==> src/hw/controlPkg.sv <==
package controlPkg;

  typedef logic [5:0] opcode_t;
  typedef logic [5:0] funct_t;
  typedef logic [3:0] aluOp_t;
  typedef logic [1:0] sel2_t;
  typedef logic [2:0] sel3_t;

  localparam aluOp_t AluPassA = 4'd0;
  localparam aluOp_t AluAdd   = 4'd1;
  localparam aluOp_t AluSub   = 4'd2;
  localparam aluOp_t AluAnd   = 4'd3;
  localparam aluOp_t AluSlt   = 4'd10;
  localparam aluOp_t AluBeq   = 4'd11;
  localparam aluOp_t AluBne   = 4'd12;
  localparam aluOp_t AluBle   = 4'd13;
  localparam aluOp_t AluBgt   = 4'd14;
  localparam aluOp_t AluLui   = 4'd15;

  localparam opcode_t OpRType = 6'h00;
  localparam opcode_t OpJ     = 6'h02;
  localparam opcode_t OpJal   = 6'h03;
  localparam opcode_t OpBeq   = 6'h04;
  localparam opcode_t OpBne   = 6'h05;
  localparam opcode_t OpBle   = 6'h06;
  localparam opcode_t OpBgt   = 6'h07;
  localparam opcode_t OpAddi  = 6'h08;
  localparam opcode_t OpAddiu = 6'h09;
  localparam opcode_t OpSlti  = 6'h0a;
  localparam opcode_t OpLui   = 6'h0f;
  localparam opcode_t OpLb    = 6'h20;
  localparam opcode_t OpLh    = 6'h21;
  localparam opcode_t OpLw    = 6'h23;
  localparam opcode_t OpSb    = 6'h28;
  localparam opcode_t OpSh    = 6'h29;
  localparam opcode_t OpSw    = 6'h2b;

  localparam funct_t FnJr  = 6'h08;
  localparam funct_t FnDiv = 6'h1a;
  localparam funct_t FnAdd = 6'h20;
  localparam funct_t FnSub = 6'h22;
  localparam funct_t FnAnd = 6'h24;
  localparam funct_t FnSlt = 6'h2a;

  // Shared by loadSize and storeSize, 0 is idle
  localparam sel2_t SizeByte = 2'd1;
  localparam sel2_t SizeHalf = 2'd2;
  localparam sel2_t SizeWord = 2'd3;

  typedef enum logic [3:0] {
    ClsAluReg, ClsAluImm, ClsLui, ClsBranch, ClsJump, ClsJal,
    ClsJr, ClsLoad, ClsStore, ClsDiv, ClsNone
  } instrClass_t;

  typedef enum logic [1:0] {
    StReset, StFetch, StExec
  } ctrlState_t;

endpackage

==> src/hw/controlFsm.sv <==
module controlFsm #(
  parameter int StepWidth = 4
) (
  input  logic                    clk,
  input  logic                    reset_in,
  input  logic [StepWidth-1:0]    step,
  input  logic [StepWidth-1:0]    lastStep,
  input  controlPkg::instrClass_t instrClass,
  input  logic                    branchTaken,
  input  logic                    divisorDone,
  output controlPkg::ctrlState_t  state,
  output logic                    stepClear,
  output logic                    stepHold,
  output logic                    decodeEn
);

  controlPkg::ctrlState_t nextState;

  always_comb begin
    nextState = state;
    stepClear = 1'b0;
    stepHold  = 1'b0;
    decodeEn  = 1'b0;
    case (state)
      controlPkg::StReset: begin
        nextState = controlPkg::StFetch;
        stepClear = 1'b1;
      end
      controlPkg::StFetch: begin
        if (step == 2) begin  // Instruction register is valid
          nextState = controlPkg::StExec;
          decodeEn  = 1'b1;
          stepClear = 1'b1;
        end
      end
      controlPkg::StExec: begin
        if (step == lastStep) begin
          nextState = controlPkg::StFetch;
          stepClear = 1'b1;
        end else if (step == 2 && instrClass == controlPkg::ClsBranch && !branchTaken) begin
          nextState = controlPkg::StFetch;  // Not taken, skip PC update
          stepClear = 1'b1;
        end else if (step == 2 && instrClass == controlPkg::ClsDiv && !divisorDone) begin
          stepHold = 1'b1;  // Wait on divider
        end
      end
      default: begin
        nextState = controlPkg::StReset;
        stepClear = 1'b1;
      end
    endcase
  end

  always_ff @(posedge clk) begin
    if (reset_in) begin
      state <= controlPkg::StReset;
    end else begin
      state <= nextState;
    end
  end

endmodule

==> src/hw/controlSignalGen.sv <==
module controlSignalGen #(
  parameter int StepWidth = 4
) (
  input  controlPkg::ctrlState_t  state,
  input  logic [StepWidth-1:0]    step,
  input  controlPkg::instrClass_t instrClass,
  input  controlPkg::aluOp_t      aluOp,
  input  controlPkg::sel2_t       memSize,
  output logic                    pcWrite,
  output logic                    memWrite,
  output logic                    irWrite,
  output logic                    aluOutWrite,
  output logic                    regWrite,
  output logic                    aRegWrite,
  output logic                    bRegWrite,
  output logic                    hiWrite,
  output logic                    loWrite,
  output logic                    mdrWrite,
  output controlPkg::sel2_t       pcSrc,
  output controlPkg::sel2_t       aluSrcA,
  output controlPkg::sel2_t       aluSrcB,
  output controlPkg::sel2_t       memAddrSel,
  output controlPkg::sel2_t       regDstSel,
  output controlPkg::sel3_t       regDataSel,
  output controlPkg::sel2_t       loadSize,
  output controlPkg::sel2_t       storeSize,
  output logic                    divStart,
  output logic                    divReset,
  output controlPkg::aluOp_t      aluOpOut
);

  logic inExec;

  assign inExec   = (state == controlPkg::StExec);
  assign aluOpOut = (inExec && step <= 2) ? aluOp : controlPkg::AluAdd;

  always_comb begin
    pcWrite     = 1'b0;
    memWrite    = 1'b0;
    irWrite     = 1'b0;
    aluOutWrite = 1'b0;
    regWrite    = 1'b0;
    aRegWrite   = 1'b0;
    bRegWrite   = 1'b0;
    hiWrite     = 1'b0;
    loWrite     = 1'b0;
    mdrWrite    = 1'b0;
    pcSrc       = 2'd0;
    aluSrcA     = 2'd0;
    aluSrcB     = 2'd0;
    memAddrSel  = 2'd0;
    regDstSel   = 2'd0;
    regDataSel  = 3'd0;
    loadSize    = 2'd0;
    storeSize   = 2'd0;
    divStart    = 1'b0;
    divReset    = 1'b1;

    if (state == controlPkg::StFetch) begin
      pcSrc = 2'd1;  // PC from ALUOut
      if (step == 0) begin
        irWrite     = 1'b1;
        aluOutWrite = 1'b1;
        aluSrcB     = 2'd1;  // PC + 4
      end else if (step == 2) begin
        pcWrite = 1'b1;
      end
    end else if (inExec) begin
      case (instrClass)
        controlPkg::ClsAluReg, controlPkg::ClsBranch, controlPkg::ClsStore,
        controlPkg::ClsDiv: begin
          aRegWrite = (step == 0);
          bRegWrite = (step == 0);
        end
        controlPkg::ClsAluImm, controlPkg::ClsLoad, controlPkg::ClsJr: begin
          aRegWrite = (step == 0);
        end
        default: begin
          aRegWrite = 1'b0;
        end
      endcase

      case (instrClass)
        controlPkg::ClsAluReg: begin
          aluSrcA   = 2'd1;
          regDstSel = 2'd1;  // rd
          regWrite  = (step == 2);
        end
        controlPkg::ClsAluImm: begin
          aluSrcA  = 2'd1;
          aluSrcB  = 2'd2;  // Immediate
          regWrite = (step == 2);
        end
        controlPkg::ClsLui: begin
          aluSrcB  = 2'd2;
          regWrite = (step == 2);
        end
        controlPkg::ClsBranch: begin
          if (step == 3) begin
            aluSrcB = 2'd3;  // Shifted offset
            pcWrite = 1'b1;
          end else begin
            aluSrcA = 2'd1;
          end
        end
        controlPkg::ClsJump: begin
          pcSrc   = 2'd2;
          pcWrite = (step == 0);
        end
        controlPkg::ClsJal: begin
          pcSrc      = 2'd2;
          regDstSel  = 2'd3;  // Return address register
          regDataSel = 3'd6;
          pcWrite    = (step == 0);
          regWrite   = (step == 0);
        end
        controlPkg::ClsJr: begin
          aluSrcA = 2'd1;
          pcWrite = (step == 2);
        end
        controlPkg::ClsLoad, controlPkg::ClsStore: begin
          aluSrcA     = 2'd1;
          aluSrcB     = 2'd2;
          aluOutWrite = (step == 1);
          mdrWrite    = (step == 4);
          if (step >= 2 && step <= 5) begin
            memAddrSel = 2'd1;  // Address from ALUOut
          end
          if (instrClass == controlPkg::ClsLoad) begin
            regDataSel = 3'd1;  // Memory data
            if (step == 5 || step == 6) begin
              loadSize = memSize;
            end
            regWrite = (step == 6);
          end else begin
            if (step == 5 || step == 6) begin
              storeSize = memSize;
            end
            if (step == 6) begin
              memWrite   = 1'b1;
              memAddrSel = 2'd1;
            end
          end
        end
        controlPkg::ClsDiv: begin
          divStart = (step == 1 || step == 2);
          divReset = !(step >= 1 && step <= 3);
          hiWrite  = (step == 3);
          loWrite  = (step == 3);
        end
        default: begin
          regWrite = 1'b0;  // Unknown code, no writes
        end
      endcase
    end
  end

endmodule

==> src/hw/controlUnit.sv <==
module controlUnit #(
  parameter int StepWidth = 4
) (
  input  logic                clk,
  input  logic                reset_in,
  input  controlPkg::opcode_t opcode,
  input  controlPkg::funct_t  funct,
  input  logic                branchTaken,
  input  logic                divisorDone,
  output logic                pcWrite,
  output logic                memWrite,
  output logic                irWrite,
  output logic                aluOutWrite,
  output logic                regWrite,
  output logic                aRegWrite,
  output logic                bRegWrite,
  output logic                hiWrite,
  output logic                loWrite,
  output logic                mdrWrite,
  output controlPkg::sel2_t   pcSrc,
  output controlPkg::sel2_t   aluSrcA,
  output controlPkg::sel2_t   aluSrcB,
  output controlPkg::sel2_t   memAddrSel,
  output controlPkg::sel2_t   regDstSel,
  output controlPkg::sel3_t   regDataSel,
  output controlPkg::sel2_t   loadSize,
  output controlPkg::sel2_t   storeSize,
  output logic                divStart,
  output logic                divReset,
  output controlPkg::aluOp_t  aluOp
);

  logic                    stepClear;
  logic                    stepHold;
  logic                    decodeEn;
  logic [StepWidth-1:0]    step;
  logic [StepWidth-1:0]    lastStep;
  controlPkg::ctrlState_t  state;
  controlPkg::instrClass_t instrClass;
  controlPkg::aluOp_t      decAluOp;  // Decoded operation
  controlPkg::sel2_t       memSize;

  stepCounter #(
    .StepWidth(StepWidth)
  ) stepCounter_i (
    .clk      (clk),
    .reset_in (reset_in),
    .stepClear(stepClear),
    .stepHold (stepHold),
    .step     (step)
  );

  instrDecoder #(
    .StepWidth(StepWidth)
  ) instrDecoder_i (
    .clk       (clk),
    .reset_in  (reset_in),
    .decodeEn  (decodeEn),
    .opcode    (opcode),
    .funct     (funct),
    .instrClass(instrClass),
    .aluOp     (decAluOp),
    .memSize   (memSize),
    .lastStep  (lastStep)
  );

  controlFsm #(
    .StepWidth(StepWidth)
  ) controlFsm_i (
    .clk        (clk),
    .reset_in   (reset_in),
    .step       (step),
    .lastStep   (lastStep),
    .instrClass (instrClass),
    .branchTaken(branchTaken),
    .divisorDone(divisorDone),
    .state      (state),
    .stepClear  (stepClear),
    .stepHold   (stepHold),
    .decodeEn   (decodeEn)
  );

  controlSignalGen #(
    .StepWidth(StepWidth)
  ) controlSignalGen_i (
    .state      (state),
    .step       (step),
    .instrClass (instrClass),
    .aluOp      (decAluOp),
    .memSize    (memSize),
    .pcWrite    (pcWrite),
    .memWrite   (memWrite),
    .irWrite    (irWrite),
    .aluOutWrite(aluOutWrite),
    .regWrite   (regWrite),
    .aRegWrite  (aRegWrite),
    .bRegWrite  (bRegWrite),
    .hiWrite    (hiWrite),
    .loWrite    (loWrite),
    .mdrWrite   (mdrWrite),
    .pcSrc      (pcSrc),
    .aluSrcA    (aluSrcA),
    .aluSrcB    (aluSrcB),
    .memAddrSel (memAddrSel),
    .regDstSel  (regDstSel),
    .regDataSel (regDataSel),
    .loadSize   (loadSize),
    .storeSize  (storeSize),
    .divStart   (divStart),
    .divReset   (divReset),
    .aluOpOut   (aluOp)
  );

endmodule

==> src/hw/instrDecoder.sv <==
module instrDecoder #(
  parameter int StepWidth = 4
) (
  input  logic                    clk,
  input  logic                    reset_in,
  input  logic                    decodeEn,
  input  controlPkg::opcode_t     opcode,
  input  controlPkg::funct_t      funct,
  output controlPkg::instrClass_t instrClass,
  output controlPkg::aluOp_t      aluOp,
  output controlPkg::sel2_t       memSize,
  output logic [StepWidth-1:0]    lastStep
);

  controlPkg::instrClass_t clsNext;
  controlPkg::aluOp_t      opNext;
  controlPkg::sel2_t       sizeNext;
  logic [StepWidth-1:0]    lastNext;

  always_comb begin
    clsNext  = controlPkg::ClsNone;
    opNext   = controlPkg::AluPassA;
    sizeNext = 2'd0;
    case (opcode)
      controlPkg::OpRType: begin
        case (funct)
          controlPkg::FnAdd: begin
            clsNext = controlPkg::ClsAluReg;
            opNext  = controlPkg::AluAdd;
          end
          controlPkg::FnAnd: begin
            clsNext = controlPkg::ClsAluReg;
            opNext  = controlPkg::AluAnd;
          end
          controlPkg::FnSub: begin
            clsNext = controlPkg::ClsAluReg;
            opNext  = controlPkg::AluSub;
          end
          controlPkg::FnSlt: begin
            clsNext = controlPkg::ClsAluReg;
            opNext  = controlPkg::AluSlt;
          end
          controlPkg::FnJr:  clsNext = controlPkg::ClsJr;   // Passes A to the PC
          controlPkg::FnDiv: clsNext = controlPkg::ClsDiv;
          default:           clsNext = controlPkg::ClsNone;
        endcase
      end
      controlPkg::OpAddi, controlPkg::OpAddiu: begin
        clsNext = controlPkg::ClsAluImm;
        opNext  = controlPkg::AluAdd;
      end
      controlPkg::OpSlti: begin
        clsNext = controlPkg::ClsAluImm;
        opNext  = controlPkg::AluSlt;
      end
      controlPkg::OpLui: begin
        clsNext = controlPkg::ClsLui;
        opNext  = controlPkg::AluLui;
      end
      controlPkg::OpBeq: begin
        clsNext = controlPkg::ClsBranch;
        opNext  = controlPkg::AluBeq;
      end
      controlPkg::OpBne: begin
        clsNext = controlPkg::ClsBranch;
        opNext  = controlPkg::AluBne;
      end
      controlPkg::OpBle: begin
        clsNext = controlPkg::ClsBranch;
        opNext  = controlPkg::AluBle;
      end
      controlPkg::OpBgt: begin
        clsNext = controlPkg::ClsBranch;
        opNext  = controlPkg::AluBgt;
      end
      controlPkg::OpLw, controlPkg::OpLh, controlPkg::OpLb: begin
        clsNext = controlPkg::ClsLoad;
        opNext  = controlPkg::AluAdd;  // Base plus offset
      end
      controlPkg::OpSw, controlPkg::OpSh, controlPkg::OpSb: begin
        clsNext = controlPkg::ClsStore;
        opNext  = controlPkg::AluAdd;
      end
      controlPkg::OpJ:   clsNext = controlPkg::ClsJump;
      controlPkg::OpJal: clsNext = controlPkg::ClsJal;
      default:           clsNext = controlPkg::ClsNone;
    endcase

    case (opcode)
      controlPkg::OpLw, controlPkg::OpSw: sizeNext = controlPkg::SizeWord;
      controlPkg::OpLh, controlPkg::OpSh: sizeNext = controlPkg::SizeHalf;
      controlPkg::OpLb, controlPkg::OpSb: sizeNext = controlPkg::SizeByte;
      default:                            sizeNext = 2'd0;
    endcase
  end

  // Final execute step per class
  always_comb begin
    case (clsNext)
      controlPkg::ClsAluReg, controlPkg::ClsAluImm, controlPkg::ClsJr,
      controlPkg::ClsBranch, controlPkg::ClsDiv:     lastNext = StepWidth'(4);
      controlPkg::ClsLui:                            lastNext = StepWidth'(3);
      controlPkg::ClsJal:                            lastNext = StepWidth'(1);
      controlPkg::ClsLoad, controlPkg::ClsStore:     lastNext = StepWidth'(8);
      default:                                       lastNext = '0;
    endcase
  end

  always_ff @(posedge clk) begin
    if (reset_in) begin
      instrClass <= controlPkg::ClsNone;
      aluOp      <= controlPkg::AluPassA;
      memSize    <= 2'd0;
      lastStep   <= '0;
    end else if (decodeEn) begin
      instrClass <= clsNext;
      aluOp      <= opNext;
      memSize    <= sizeNext;
      lastStep   <= lastNext;
    end
  end

endmodule

==> src/hw/stepCounter.sv <==
module stepCounter #(
  parameter int StepWidth = 4
) (
  input  logic                 clk,
  input  logic                 reset_in,
  input  logic                 stepClear,
  input  logic                 stepHold,
  output logic [StepWidth-1:0] step
);

  always_ff @(posedge clk) begin
    if (reset_in || stepClear) begin
      step <= '0;
    end else if (!stepHold) begin
      step <= step + 1'b1;  // Next micro-step
    end
  end

endmodule

==> config.mk <==
export PLATFORM = sky130hd
export DESIGN_NAME = controlUnit
export DESIGN_NICKNAME = d
export VERILOG_FILES = /design/src/hw/controlPkg.sv /design/src/hw/controlFsm.sv /design/src/hw/controlSignalGen.sv /design/src/hw/controlUnit.sv /design/src/hw/instrDecoder.sv /design/src/hw/stepCounter.sv
export SDC_FILE = /design/constraint.sdc
export NUM_CORES = 1
export LEC_CHECK = 0
export ABC_AREA = 1
export BUFFER_PORTS_ARGS = -buffer_cell sky130_fd_sc_hd__buf_2
export CAP_MARGIN = 20
export CORE_UTILIZATION = 30
export DETAILED_ROUTE_END_ITERATION = 7
export PLACE_DENSITY = 0.48
export SLEW_MARGIN = 20
export SYNTH_ARGS = -nofsm -noshare
export SYNTH_HDL_FRONTEND = slang
export SYNTH_SLANG_ARGS = --single-unit
==> constraint.sdc <==
create_clock -name clk -period 1.71 [get_ports clk]
set_input_delay 0.2565 -clock clk [delete_from_list [all_inputs] [get_ports clk]]
set_output_delay 0.2565 -clock clk [all_outputs]
set_load 0.03 [all_outputs]
---- Word level (Yosys, flattened, before mapping) ----
Memory sizes are Yosys's and may differ from the RTL's. A register that Yosys moved wholly into a read port is not among the register bits.
Cells that the tools add are included.
storage, ports and cells
  register bits after elaboration ......... 16
  ROM bits ................................ 64
  memories kept ........................... 1
  input bits .............................. 16
  logic and storage cells ................. 178
  output and inout bits ................... 33
memory list
  memory           words  width  rd ports  clocked after memory_dff  write ports  RTL line            text
  (no name shown)  16     4      1         1                         0            instrDecoder.sv:99  case (clsNext)
cells by class
  eq/ne operators ......................... 42
  magnitude comparators ................... 5
  add/sub/neg operators ................... 1
  multiplexer cells ....................... 90
  reduce and logical (&&, ||, !) cells .... 34
operators by type and width
  cell                                                             count
  one-hot mux 4 bit (8 select lines)                               2
  == test 6 bit (second input constant)                            10
  two-way mux 2 bit                                                26
  two-way mux 1 bit                                                48
  == test 6 x 4 -> 1 bit (second input constant)                   5
  == test 4 x 3 -> 1 bit (second input constant)                   7
  == test 6 x 3 -> 1 bit (second input constant)                   4
  == test 4 x 2 -> 1 bit (second input constant)                   4
  one-hot mux 4 bit (4 select lines)                               1
  OR reduction 4 bit                                               4
  == test 6 x 2 -> 1 bit (second input constant)                   2
  one-hot mux 2 bit (2 select lines)                               3
  one-hot mux 2 bit (3 select lines)                               2
  one-hot mux 4 bit (3 select lines)                               1
  OR reduction 3 bit                                               4
  OR reduction 2 bit                                               5
  == test 4 x 1 -> 1 bit (second input constant)                   2
  == test 4 bit (second input constant)                            2
  less-or-equal comparator 4 x 2 -> 1 bit (second input constant)  2
  logical NOT 4 bit                                                2
  OR reduction 8 bit                                               1
  logical AND 1 bit                                                7
  OR reduction 7 bit                                               1
  == test 6 x 5 -> 1 bit (second input constant)                   1
  20 further kinds                                                 26

---- Longest topological paths before layout ----
  word-level depth ........................ 8
  depth in mapped cells ................... 12
  depth with buffers taken out ............ 12

---- Cells and area by module ----
A second synthesis with hierarchy kept.
second synthesis, totals
  cells, all modules ...................... 356
  area, all modules ....................... 2087.0 sq um
modules (own cells, without submodules)
  module            area each (sq um)  instances  cells an instance  seq. area each (sq um)
  instrDecoder      996.0              1          151                280.3
  controlSignalGen  549.3              1          120                0.0
  controlFsm        337.8              1          61                 40.0
  stepCounter       203.9              1          24                 80.1

---- Worst setup path after synthesis ----
OpenSTA, ideal clock, no wires.
  path type ............................... register to output
  start point ............................. reg controlFsm_i.state[0]
  end point ............................... out aluSrcB[1]
  arrival time ............................ 2242 ps
  data required time ...................... 1454 ps
  stages on the path, launching flop included .. 7
  path buffers ............................ 0
  slack ................................... -788 ps
  path through ............................ dfxtp_1 inv_1 ha_1 inv_2 nor2_1 inv_2 o311ai_0
on the way
  word-level cells in the longest chain between the ends .. 3
ends and longest elaborated chain
  element                 RTL line                text
  start, declared         controlFsm.sv:11        output controlPkg::ctrlState_t state,
  start signal, assigned  controlFsm.sv:56        state <= controlPkg::StReset;
  start signal, assigned  controlFsm.sv:58        state <= nextState;
  == test 2 bit           controlSignalGen.sv:34  assign inExec = (state == controlPkg::StExec);
  two-way mux 2 bit       controlSignalGen.sv:68  end else if (inExec) begin
  two-way mux 2 bit (*)   controlSignalGen.sv:59  if (state == controlPkg::StFetch) begin
  end, declared           controlUnit.sv:22       output controlPkg::sel2_t aluSrcB,
Every way passes the cells marked *; elsewhere a longest branch is shown, timed or not.

---- Final worst setup path ----
  start point ............................. reg stepCounter_i.step[0]
  end point ............................... out regWrite
on the way
  word-level cells in the longest chain between the ends .. 5
ends and longest elaborated chain
  element                                 RTL line                 text
  start, declared                         stepCounter.sv:8         output logic [StepWidth-1:0] step
  start signal, assigned                  stepCounter.sv:15        step <= step + 1'b1;
  == test 4 x 3 -> 1 bit                  controlSignalGen.sv:134  regWrite = (step == 6);
  two-way mux 1 bit                       controlSignalGen.sv:129  if (instrClass == controlPkg::ClsLoad) begin
  one-hot mux 1 bit (3 select lines) (*)  controlSignalGen.sv:83   case (instrClass)
  two-way mux 1 bit (*)                   controlSignalGen.sv:68
  two-way mux 1 bit (*)                   controlSignalGen.sv:59
  end, declared                           controlUnit.sv:14        output logic regWrite,
Marks and branches as above.

==> impl_summary.md <==
CTS
The number of clock sinks is 20. The clock root buffer master is sky130_fd_sc_hd__clkbuf_8. TritonCTS built the clock tree. The later pin in the worst-skew pair is clocked with a latency of 0.26 ns. Clock-pin slew was measured on the worst setup and hold paths at about 0.08 ns. The number of clock buffers added by TritonCTS is 3.

No sink is reached through more buffers than the 2 on the longest clock path. The total number of H-tree levels is 1. The number of hold buffers added after CTS was 0.

Die
The die outline area is 6550 um2. The die width is around 80 um. The die outline height is ~81 um. In this run the core area contains 28 standard-cell rows. The area of the core is a little under 6000 um2.

For this configuration, the core starts out at a cell density of a little under a third. The I/O pin total is a little under 50.

Global route
The global-route usage over all layers is between 10% and 20%. The via count of the first global-routing pass is around 2,200. After global routing the overflow that remains totals 0. The number of antenna violations at the first check in global routing is 0. Entering global routing, the biggest net connects 12 pins. The first global-routing pass estimated between 9000 and 10,000 um of wire.

Place
The cell area after placement is about 2700 um2. Summed over all nets, the half-perimeter wirelength after detailed placement is around 4800 um. The worst-case setup slack after placement is -0.125 ns.

The quantity of I/O buffers inserted on ports is 46. The final weighted congestion of routability-driven global placement is roughly 0.86. The total instance count after detailed placement is approximately 480.

Power
For this design the ratio of total power to cell area is between 300 and 400 nW/um2. The leakage power summed over all cells is ~1.6 nW. The design draws between 1 and 1.5 mW. The worst ir drop on vdd is 217 uV.

STA
Summed over all failing endpoints, the final setup total negative slack is -2.33 ns. The upper clock frequency limit is about 520 MHz. The setup slack after layout is -0.198 ns.

The number of endpoints with negative hold slack in the final report is 0. The post-layout minimum cycle time is about 1.9 ns. The worst slack on hold paths is between 0.2 and 0.25 ns. The final critical path takes up 112% of the cycle. The worst clock skew is 0.00392 ns. Setup violations remaining at the end of the flow were counted as 29. The number of max-slew violations in the final report is 0. Setup repair after global routing could not meet its margin everywhere.

Setup path
The critical path depth is 10. The dominant cell type by count on the critical path is sky130_fd_sc_hd__inv_4. The category of the most critical setup path is flop to primary output. The data required time at the worst endpoint is ~1.5 ns. Traced cell by cell, the critical path runs through inv_4 -> ha_4 -> inv_4 -> nor2_4 -> inv_4 -> buf_6 -> o221ai_2 -> nand2_2 -> nor2_4 -> buf_6. The maximum net fanout on the critical path is 4.

The critical path launch point type is a flop. The number of cells on the worst reg-to-reg path is 14. STA classifies the critical path endpoint as a primary output. For this run, the slowest stage of the critical path takes between 0.3 and 0.4 ns. The cell family contributing the most delay on the critical path is buffers and inverters. The critical path arrival is between 1.5 and 2 ns. Counting both buffers and inverters, the worst setup path holds a total of 5.

The worst-path cell with the longest stage delay is sky130_fd_sc_hd__dfxtp_2.

Detailed routing
The per-cell via count in the routed design is between 4 and 5. The total wire length after detailed routing is roughly 6100 um. The overall via count from detail_route is 2,351. The final routed wire length divided by cell count is between 10 and 15 um. In this run, the number of DRC markers left after iteration 0 of detailed routing was between 40 and 50. The count of nets left with antenna violations after detail routing is 0. The pre-antenna-repair detailed-routing pass consisted of 4 iterations. The total DRC errors in the routed layout is 0.

Final layout
The utilization after layout is between 50% and 60%. The repair_antennas step left the layout with diodes totalling 0. The area growth from synthesis to layout is 85.0%.

The layout net count is roughly 450. The number of non-filler instances in the completed layout is around 500. The post-route netlist has 56.0% of its cells at a drive strength greater than 1. The cell area after layout is between 3000 and 4000 um2.

Flow run
The reported max-cap violation count is 0.

Outcome
The flow ran to the end, but the final reports show violations. The final reports fail on negative setup slack.

Synthesis
After synthesis, the netlist uses 32 different library cells. The area of the mapped netlist is 1870 um2. The proportion of register bits with asynchronous set or reset after synthesis is 0%. After synthesis the netlist holds a flip-flop and latch count of 20. The synthesized instance count is approximately 310. The most used flip-flop cell after synthesis is sky130_fd_sc_hd__dfxtp_1. The share of the yosys chip area belonging to registers is roughly 21%. The warning count from the yosys run is 0. The number of flops mapped to enable cells by yosys is 0. Dividing the synthesized area by the synthesized cell count gives between 5 and 6 um2.

Worst hold path
The cell count of the worst hold path is 2. The path class of the tightest hold or removal check is primary input to flop.
routing by layer:
metal | routed length [um] | global-route usage (%)
met1 | 2540 | 21.6
met2 | 3280 | 37.6
met3 | 166 | 1.57
met4 | 144 | 5.89
met5 | 0 | 0
cell usage in the layout, fill, tap and decap left out, types with 2 or more instances in the layout:
cell type	n
sky130_fd_sc_hd__nor2_4	22
sky130_fd_sc_hd__nor2_2	6
sky130_fd_sc_hd__a21oi_2	4
sky130_fd_sc_hd__dfxtp_2	4
sky130_fd_sc_hd__buf_6	34
sky130_fd_sc_hd__conb_1	2
sky130_fd_sc_hd__nor3_4	4
sky130_fd_sc_hd__nor2_8	2
sky130_fd_sc_hd__or2_2	3
sky130_fd_sc_hd__ha_1	3
sky130_fd_sc_hd__buf_8	2
sky130_fd_sc_hd__a32o_1	2
sky130_fd_sc_hd__buf_2	16
sky130_fd_sc_hd__buf_4	63
sky130_fd_sc_hd__nand3_2	4
sky130_fd_sc_hd__xor2_1	4
sky130_fd_sc_hd__dfxtp_4	5
sky130_fd_sc_hd__nor3_2	7
sky130_fd_sc_hd__inv_2	15
sky130_fd_sc_hd__o21ai_0	6
sky130_fd_sc_hd__dfxtp_1	11
sky130_fd_sc_hd__nor2_1	31
sky130_fd_sc_hd__clkbuf_8	4
sky130_fd_sc_hd__ha_4	5
sky130_fd_sc_hd__a21oi_4	3
sky130_fd_sc_hd__inv_4	10
sky130_fd_sc_hd__nand2_1	54
sky130_fd_sc_hd__inv_1	30
sky130_fd_sc_hd__o21ai_1	5
sky130_fd_sc_hd__nand4_1	3
sky130_fd_sc_hd__nand3_1	20
sky130_fd_sc_hd__o22ai_1	2
sky130_fd_sc_hd__o21ai_2	3
sky130_fd_sc_hd__a21oi_1	9
sky130_fd_sc_hd__nand2_4	4
sky130_fd_sc_hd__nand2_2	10
worst register-to-register path: cells and delay by family, from the launching register on:
| family | cells | cell delay, ns |
|---|---|---|
| fa+ha+maj | 1 | 0.14 |
| compound gates | 1 | 0.11 |
| flops | 1 | 0.35 |
| buf+inv | 7 | 0.58 |
| simple gates | 5 | 0.51 |
state kept, by name, indices dropped and copies added (netlist names):
name and cells:
instrDecoder_i.aluOp 4, instrDecoder_i.instrClass 4, instrDecoder_i.lastStep 4, instrDecoder_i.memSize 2, controlFsm_i.state 2, stepCounter_i.step 4
layout make-up:
cell class | instances | area [um2]
well taps | 75 | 93.8
flip-flops and latches | 20 | 424
inverters | 57 | 248
fillers | 565 | 2500
clock buffers | 4 | 55.1
multi-input cells | 231 | 1670
repair buffers | 115 | 966
synthesized netlist by cell type, types with 5 or more instances:
cell	count	area (um2)
sky130_fd_sc_hd__a21oi_1	16	80.1
sky130_fd_sc_hd__buf_4	5	37.5
sky130_fd_sc_hd__dfxtp_1	20	400
sky130_fd_sc_hd__ha_1	9	113
sky130_fd_sc_hd__inv_1	49	184
sky130_fd_sc_hd__inv_2	5	18.8
sky130_fd_sc_hd__nand2_1	67	251
sky130_fd_sc_hd__nand3_1	24	120
sky130_fd_sc_hd__nor2_1	55	206
sky130_fd_sc_hd__nor3_1	11	55.1
sky130_fd_sc_hd__o21ai_0	15	75.1
final timing paths:
kind	end	startpoint	slack, ns
max	regWrite	stepCounter_i.step[0]	-0.20
min	instrDecoder_i.lastStep[1]	reset_in	0.24
max reg2reg	instrDecoder_i.lastStep[2]	stepCounter_i.step[0]	-0.03
min reg2reg	instrDecoder_i.lastStep[2]	instrDecoder_i.lastStep[2]	0.47
timing repair:
action / in CTS / in global routing
gates cloned: 0 / 0
buffers inserted: 10 / 8
endpoints found under the setup margin: 35 / 37
pin swaps: 18 / 21
resized for setup: 126 / 72
power breakdown:
part | switching, mW | total [mW] | internal (mW)
Combinational | 0.289 | 0.517 | 0.228
Sequential | 0.0150 | 0.487 | 0.472
Clock | 0.161 | 0.366 | 0.205
kinds of logic (layout without fill, tap and decap cells):
| kind of cell | Yosys count | count (layout) | share of synthesized area (%) |
|---|---|---|---|
| and+or+nand+nor | 173 | 173 | 42.5 |
| AOI/OAI and AO/OA | 42 | 42 | 12.9 |
| DFF | 20 | 20 | 21.4 |
| xor gates and xnor gates | 5 | 5 | 2.34 |
| buffers and inverters | 63 | 176 | 14.6 |
| adders and majority gates | 9 | 9 | 6.03 |
| other | 1 | 2 | 0.201 |
Power figures use the tool's default switching activity.
